`src/verilog/box_pkg.sv`:
```
`default_nettype none

package box_pkg;

    localparam int WIN          = 13;
    localparam int CENTER_ROW   = 6;
    localparam int CENTER_LAG   = 6;  // Columns between newest and center.
    localparam int AREA         = WIN * WIN;
    localparam int TREE_LATENCY = 4;

    typedef logic [7:0]  pixel_t;
    typedef logic [11:0] col_sum_t;  // 13 x 255 = 3315.
    typedef logic [15:0] win_sum_t;  // 169 x 255 = 43095.

    // One input column, pixel 0 at the top.
    typedef struct packed {
        logic                 valid;
        logic                 line_start;
        pixel_t [WIN-1:0]     pixels;
    } column_t;

    typedef struct packed {
        logic     valid;
        logic     line_start;
        col_sum_t sum;
    } col_sum_word_t;

    typedef struct packed {
        logic     valid;
        logic     bin;
        win_sum_t win_sum;
        pixel_t   center;
    } result_t;

    typedef enum logic [1:0] {
        WIN_EMPTY,
        WIN_FILLING,
        WIN_FULL
    } win_state_e;

endpackage

`default_nettype wire
```
`src/verilog/local_mean_binarizer.sv`:
```
`default_nettype none

module local_mean_binarizer
    import box_pkg::*;
(
    input  wire           clk,
    input  wire           rst,
    input  wire column_t  i_column,
    input  wire pixel_t   i_bias,
    output result_t       o_result
);

    wire col_sum_word_t col_sum;
    wire                win_valid;
    wire win_sum_t      win_sum;
    wire pixel_t        center;

    // Sum path.
    column_adder_tree column_adder_tree_inst (
        .clk       (clk),
        .rst       (rst),
        .i_column  (i_column),
        .o_col_sum (col_sum)
    );

    window_accumulator window_accumulator_inst (
        .clk         (clk),
        .rst         (rst),
        .i_col_sum   (col_sum),
        .o_win_valid (win_valid),
        .o_win_sum   (win_sum)
    );

    // Center path, runs beside the sum path.
    center_pixel_delay center_pixel_delay_inst (
        .clk      (clk),
        .rst      (rst),
        .i_column (i_column),
        .o_center (center)
    );

    threshold_decision threshold_decision_inst (
        .clk         (clk),
        .rst         (rst),
        .i_win_valid (win_valid),
        .i_win_sum   (win_sum),
        .i_center    (center),
        .i_bias      (i_bias),
        .o_result    (o_result)
    );

endmodule

`default_nettype wire

```
`src/verilog/threshold_decision.sv`:
```
`default_nettype none

module threshold_decision
    import box_pkg::*;
(
    input  wire            clk,
    input  wire            rst,
    input  wire            i_win_valid,
    input  wire win_sum_t  i_win_sum,
    input  wire pixel_t    i_center,
    input  wire pixel_t    i_bias,
    output result_t        o_result
);

    logic [8:0]  biased;
    logic [16:0] scaled;  // 510 x 169 fits in 17 bits.
    logic        bin;
    result_t     res;

    assign biased = 9'(i_center) + 9'(i_bias);
    assign scaled = 17'(biased) * 17'(AREA);
    assign bin    = (scaled >= 17'(i_win_sum));

    always_ff @(posedge clk) begin
        if (rst) begin
            res.valid <= 1'b0;
        end else begin
            res.valid <= i_win_valid;
        end
    end

    always_ff @(posedge clk) begin
        if (i_win_valid) begin
            res.bin     <= bin;
            res.win_sum <= i_win_sum;
            res.center  <= i_center;
        end
    end

    assign o_result = res;

endmodule

`default_nettype wire

```
`src/verilog/center_pixel_delay.sv`:
```
`default_nettype none

module center_pixel_delay
    import box_pkg::*;
(
    input  wire           clk,
    input  wire           rst,
    input  wire column_t  i_column,
    output pixel_t        o_center
);

    // Center row of the previous columns, one back at index 0.
    pixel_t hist [CENTER_LAG];

    // Matches tree plus accumulator latency.
    pixel_t dly [TREE_LATENCY+1];

    always_ff @(posedge clk) begin
        if (rst) begin
            for (int i = 0; i < CENTER_LAG; i++) begin
                hist[i] <= '0;
            end
        end else if (i_column.valid) begin
            hist[0] <= i_column.pixels[CENTER_ROW];
            for (int i = 1; i < CENTER_LAG; i++) begin
                hist[i] <= hist[i-1];
            end
        end
    end

    // Free running, so gaps between strobes keep alignment.
    always_ff @(posedge clk) begin
        if (rst) begin
            for (int i = 0; i <= TREE_LATENCY; i++) begin
                dly[i] <= '0;
            end
        end else begin
            dly[0] <= hist[CENTER_LAG-1];  // Sampled on the strobe cycle.
            for (int i = 1; i <= TREE_LATENCY; i++) begin
                dly[i] <= dly[i-1];
            end
        end
    end

    assign o_center = dly[TREE_LATENCY];

endmodule

`default_nettype wire

```
`src/verilog/window_accumulator.sv`:
```
`default_nettype none

module window_accumulator
    import box_pkg::*;
(
    input  wire                 clk,
    input  wire                 rst,
    input  wire col_sum_word_t  i_col_sum,
    output logic                o_win_valid,
    output win_sum_t            o_win_sum
);

    col_sum_t   hist [WIN];  // Last 13 column sums, newest at 0.
    win_state_e state;
    logic [3:0] fill_cnt;
    win_sum_t   win_sum;
    logic       win_valid;

    always_ff @(posedge clk) begin
        if (rst) begin
            state     <= WIN_EMPTY;
            fill_cnt  <= '0;
            win_sum   <= '0;
            win_valid <= 1'b0;
            for (int i = 0; i < WIN; i++) begin
                hist[i] <= '0;
            end
        end else begin
            win_valid <= 1'b0;
            if (i_col_sum.valid) begin
                hist[0] <= i_col_sum.sum;
                for (int i = 1; i < WIN; i++) begin
                    hist[i] <= hist[i-1];
                end

                if (i_col_sum.line_start || state == WIN_EMPTY) begin
                    // Fresh window, older history is ignored.
                    win_sum  <= win_sum_t'(i_col_sum.sum);
                    fill_cnt <= 4'd1;
                    state    <= WIN_FILLING;
                end else if (state == WIN_FILLING) begin
                    win_sum  <= win_sum + win_sum_t'(i_col_sum.sum);
                    fill_cnt <= fill_cnt + 4'd1;
                    if (fill_cnt == 4'(WIN - 1)) begin
                        state     <= WIN_FULL;
                        win_valid <= 1'b1;  // Window just completed.
                    end
                end else begin
                    win_sum   <= win_sum + win_sum_t'(i_col_sum.sum)
                                 - win_sum_t'(hist[WIN-1]);
                    win_valid <= 1'b1;
                end
            end
        end
    end

    assign o_win_valid = win_valid;
    assign o_win_sum   = win_sum;

endmodule

`default_nettype wire

```
`src/verilog/column_adder_tree.sv`:
```
`default_nettype none

module column_adder_tree
    import box_pkg::*;
(
    input  wire           clk,
    input  wire           rst,
    input  wire column_t  i_column,
    output col_sum_word_t o_col_sum
);

    logic [8:0]  s1 [7];  // 13 -> 7.
    logic [9:0]  s2 [4];  // 7 -> 4.
    logic [10:0] s3 [2];  // 4 -> 2.
    logic [11:0] s4;      // 2 -> 1.

    logic [TREE_LATENCY-1:0] vld_pipe;
    logic [TREE_LATENCY-1:0] ls_pipe;

    always_ff @(posedge clk) begin
        for (int i = 0; i < 6; i++) begin
            s1[i] <= 9'(i_column.pixels[2*i]) + 9'(i_column.pixels[2*i+1]);
        end
        s1[6] <= 9'(i_column.pixels[WIN-1]);  // Odd pixel rides along.
    end

    always_ff @(posedge clk) begin
        for (int i = 0; i < 3; i++) begin
            s2[i] <= 10'(s1[2*i]) + 10'(s1[2*i+1]);
        end
        s2[3] <= 10'(s1[6]);
    end

    always_ff @(posedge clk) begin
        for (int i = 0; i < 2; i++) begin
            s3[i] <= 11'(s2[2*i]) + 11'(s2[2*i+1]);
        end
    end

    always_ff @(posedge clk) begin
        s4 <= 12'(s3[0]) + 12'(s3[1]);
    end

    // Strobe and line start follow the partial sums.
    always_ff @(posedge clk) begin
        if (rst) begin
            vld_pipe <= '0;
        end else begin
            vld_pipe <= {vld_pipe[TREE_LATENCY-2:0], i_column.valid};
        end
    end

    always_ff @(posedge clk) begin
        ls_pipe <= {ls_pipe[TREE_LATENCY-2:0], i_column.line_start};
    end

    assign o_col_sum = '{
        valid:      vld_pipe[TREE_LATENCY-1],
        line_start: ls_pipe[TREE_LATENCY-1],
        sum:        s4
    };

endmodule

`default_nettype wire

```
`config.mk`:
```
export PLATFORM = sky130hd
export DESIGN_NAME = local_mean_binarizer
export DESIGN_NICKNAME = d
export VERILOG_FILES = /design/src/verilog/box_pkg.sv /design/src/verilog/local_mean_binarizer.sv /design/src/verilog/threshold_decision.sv /design/src/verilog/center_pixel_delay.sv /design/src/verilog/window_accumulator.sv /design/src/verilog/column_adder_tree.sv
export SDC_FILE = /design/constraint.sdc
export NUM_CORES = 1
export LEC_CHECK = 0
export ABC_AREA = 1
export BUFFER_PORTS_ARGS = -buffer_cell sky130_fd_sc_hd__buf_2
export CORE_ASPECT_RATIO = 0.9
export CORE_MARGIN = 3
export CORE_UTILIZATION = 35
export DETAILED_ROUTE_END_ITERATION = 8
export PLACE_DENSITY_LB_ADDON = 0.15
export SLEW_MARGIN = 20
export SYNTH_ARGS = -nofsm -noshare
export SYNTH_HDL_FRONTEND = slang
export SYNTH_SLANG_ARGS = --single-unit
```
`constraint.sdc`:
```
create_clock -name clk -period 7.12 [get_ports clk]
set_input_delay 1.068 -clock clk [delete_from_list [all_inputs] [get_ports clk]]
set_output_delay 1.068 -clock clk [all_outputs]
set_load 0.01 [all_outputs]
```
==> results.sh <==
export IMPL_status="finished, final reports clean"
export IMPL_ys_top_cells_by_area="edfxtp_1 (33%), dfxtp_1 (20%), ha_1 (12%)"
export IMPL_grt_pass1_wl_mm=64.4
export IMPL_area_delta_synth_final_pct=15.3
export IMPL_p_leak_nw=11.1
export IMPL_die_y_um=236
export IMPL_ir_drop_uv=178
export IMPL_core_um2=57600
export IMPL_cp_arrival_ns=6.05
export IMPL_root_buffer="clkbuf_16"
export IMPL_final_period_utilization=0.805
export IMPL_dp_cells=3022
export IMPL_gp_congestion=0.835
export IMPL_numCtsBuffers=47
export IMPL_synth_top_cell_by_area="edfxtp_1"
export IMPL_overflow=0
export IMPL_tns_ns=0
export IMPL_cts_tree="yes"
export IMPL_cts_hold_buf=0
export IMPL_synthDistinctLibCells=39
export IMPL_die_area_um2=61700
export IMPL_slowest_delay_ns=0.55
export IMPL_rsz0062_at_grt="false"
export IMPL_routed_via_count=13500
export IMPL_min_delay_start="column_adder_tree_inst.s1[6][2]"
export IMPL_cp_startpoint="i_bias[2]"
export IMPL_worst_slew_pin_slew_ns=0.994
export IMPL_yosysWarnings=0
export IMPL_yosysTopAreaCellShare=0.334
export IMPL_ys_async_sr_fraction=0
export IMPL_required_ns=7.45
export IMPL_critical_path_class="in -> reg"
export IMPL_final_setup_worst_slack_ns=1.39
export IMPL_crit_path_start_kind="input pin"
export IMPL_dieWidth_um=262
export IMPL_ctsResizeCount=0
export IMPL_portBuffers=141
export IMPL_fin_skew_ns=0.0279
export IMPL_dpl_worst_slack_ns=0.817
export IMPL_initial_core_util=0.357
export IMPL_gr_usage_all_layers=0.126
export IMPL_synth_seq_cells=435
export IMPL_fillers=5758
export IMPL_grt_start_max_net_pins=91
export IMPL_final_nets=2643
export IMPL_clk_pin_slew_ns=0.06
export IMPL_powerDensity_nw_per_um2=323
export IMPL_post_drt_via_cell_ratio=4.34
export IMPL_wire_per_inst_um=12.3
export IMPL_syn_cell_area_um2=20600
export IMPL_htree_num_levels=2
export IMPL_max_cap_viol_count=0
export IMPL_final_cells=3109
export IMPL_max_freq_mhz=175
export IMPL_cp_slowest_cell="fa_1"
export IMPL_syn_inst=2141
export IMPL_reg2reg_from="center_pixel_delay_inst.dly[0][34]"
export IMPL_drtIter0Drc=516
export IMPL_hold_worst_slack_ns=0.323
export IMPL_synth_enable_flop_cells=229
export IMPL_cts_buffer_depth=3
export IMPL_grt_pass1_vias=13700
export IMPL_period_minus_slack_ns=5.73
export IMPL_rows=83
export IMPL_drtAntennaViolNets=0
export IMPL_drive_above_1_share=0.104
export IMPL_antenna_found_initial=0
export IMPL_drv_slew=0
export IMPL_clock_latency_ns=0.58
export IMPL_setup_viol_count_final=0
export IMPL_syn_avg_cell_area_um2=9.61
export IMPL_io_pins=142
export IMPL_cp_end_kind="flip-flop"
export IMPL_clkSinkCount=435
export IMPL_drc=0
export IMPL_slew_headroom=0.337
export IMPL_diodes=0
export IMPL_hold_violations=0
export IMPL_dr_pass1_iters=5
export IMPL_synth_flop_cell="edfxtp_1"
export IMPL_synth_nets=2477
export IMPL_path_max_fanout=5
export IMPL_cts_setup_buffers=0
export IMPL_ys_seq_area_frac=0.535
export IMPL_hold_path_class="reg -> reg"
export IMPL_hpwl_mm=28.0
export IMPL_wl_mm=38.1
report_power, final:
group          switching [mW]  leakage (nW)  total, mW  internal [mW]
clock network           0.996         0.760       2.39           1.39
registers               0.139          4.09       3.11           2.97
logic                    1.28          6.21       2.16          0.883
total                    2.41          11.1       7.66           5.24
cell families (layout without fill, tap and decap cells):
kind of cell             after synthesis  count (layout)  synth area share
AND/OR/NAND/NOR                      682             682             0.133
flip-flops                           435             435             0.535
AO/OA/AOI/OAI                        211             211            0.0572
XOR/XNOR                             100             100            0.0426
buffers and inverters                493             696            0.0905
adder cells (fa/ha/maj)              220             220             0.143
flip-flops by register name (all words and copies together) (netlist names):
signal and count:
window_accumulator_inst.hist 156, column_adder_tree_inst.s1 62, center_pixel_delay_inst.hist 48, center_pixel_delay_inst.dly 40, column_adder_tree_inst.s2 38, threshold_decision_inst.o_result 26, column_adder_tree_inst.s3 22, window_accumulator_inst.o_win_sum 16
column_adder_tree_inst.s4 12, column_adder_tree_inst.ls_pipe 4, column_adder_tree_inst.vld_pipe 4, window_accumulator_inst.fill_cnt 4, window_accumulator_inst.state 2, window_accumulator_inst.o_win_valid 1
stage by stage:
step,power (mW),util,area [µm²]
floorplan,4.81,-,20600
global placement,5.33,0.385,22200
detailed placement,5.35,0.385,22200
CTS,7.79,0.411,23700
global route,8.24,0.412,23700
finish,7.66,0.412,23700
critical path, delay by kind of cell:
family                     cells  cell delay, ns
adders and majority gates      6            2.27
buffers and inverters          5            0.42
AOI/OAI and AO/OA              7            1.02
xor gates and xnor gates       2            0.63
and+or+nand+nor                7            0.66
layer usage:
metal	share of wire	global-route usage	wire length, µm	vias up
li1	-	-	-	7098
met1	0.48	0.165	18200	6160
met2	0.46	0.215	17700	159
met3	0.036	0.0221	1360	67
met4	0.023	0.0363	861	0
met5	0	0	0	-
synth_stat cells, types with 4 or more instances:
library cell and n:
o21ai_1 4, xor2_1 70, ha_1 196, o22ai_1 4, nor3_1 7, o21ai_0 48, dfxtp_1 206, a21oi_1 108
clkbuf_1 26, nor2_2 5, xnor2_1 30, o211ai_1 4, edfxtp_1 229, a21o_1 7, nand2_1 244, o21bai_1 17
inv_1 460, nor2_1 336, nand4_1 6, nand3_1 68, nand2_2 6, fa_1 24, a21boi_0 7
layout by cell type, fill, tap and decap left out, drive strengths merged, types with 6 or more instances in the layout:
cell type and n:
nor2 341, o21bai 17, clkbuf 64, nand2 250, nand4 6, clkinv 15
xnor2 30, buf 148, nand3 68, a21boi 9, edfxtp 229, o21ai 52
fa 24, nor3 8, inv 466, a21o 7, dfxtp 206, xor2 70
a21oi 108, ha 196
path summary, 6_finish.rpt:
check | end | slack [ns] | cells past startpoint
worst min-delay path | column_adder_tree_inst.s2[3][2] | 0.32 | 0
worst max register to register | threshold_decision_inst.o_result[24] | 1.67 | 26
worst max-delay path | threshold_decision_inst.o_result[24] | 1.39 | 27
worst min register to register | column_adder_tree_inst.s2[3][2] | 0.32 | 0
area by class of cell:
| cell class | instances | area [µm²] | share of cell area |
|---|---|---|---|
| multi-input cells | 1213 | 7720 | 0.325 |
| well taps | 765 | 957 | 0.0404 |
| repair buffers | 148 | 778 | 0.0328 |
| inverters | 462 | 1740 | 0.0734 |
| flip-flops and latches | 435 | 11000 | 0.464 |
| clock buffers | 64 | 1330 | 0.0561 |
| clock inverters | 22 | 193 | 0.00812 |
Note: power is estimated with default switching activity, not from simulation.
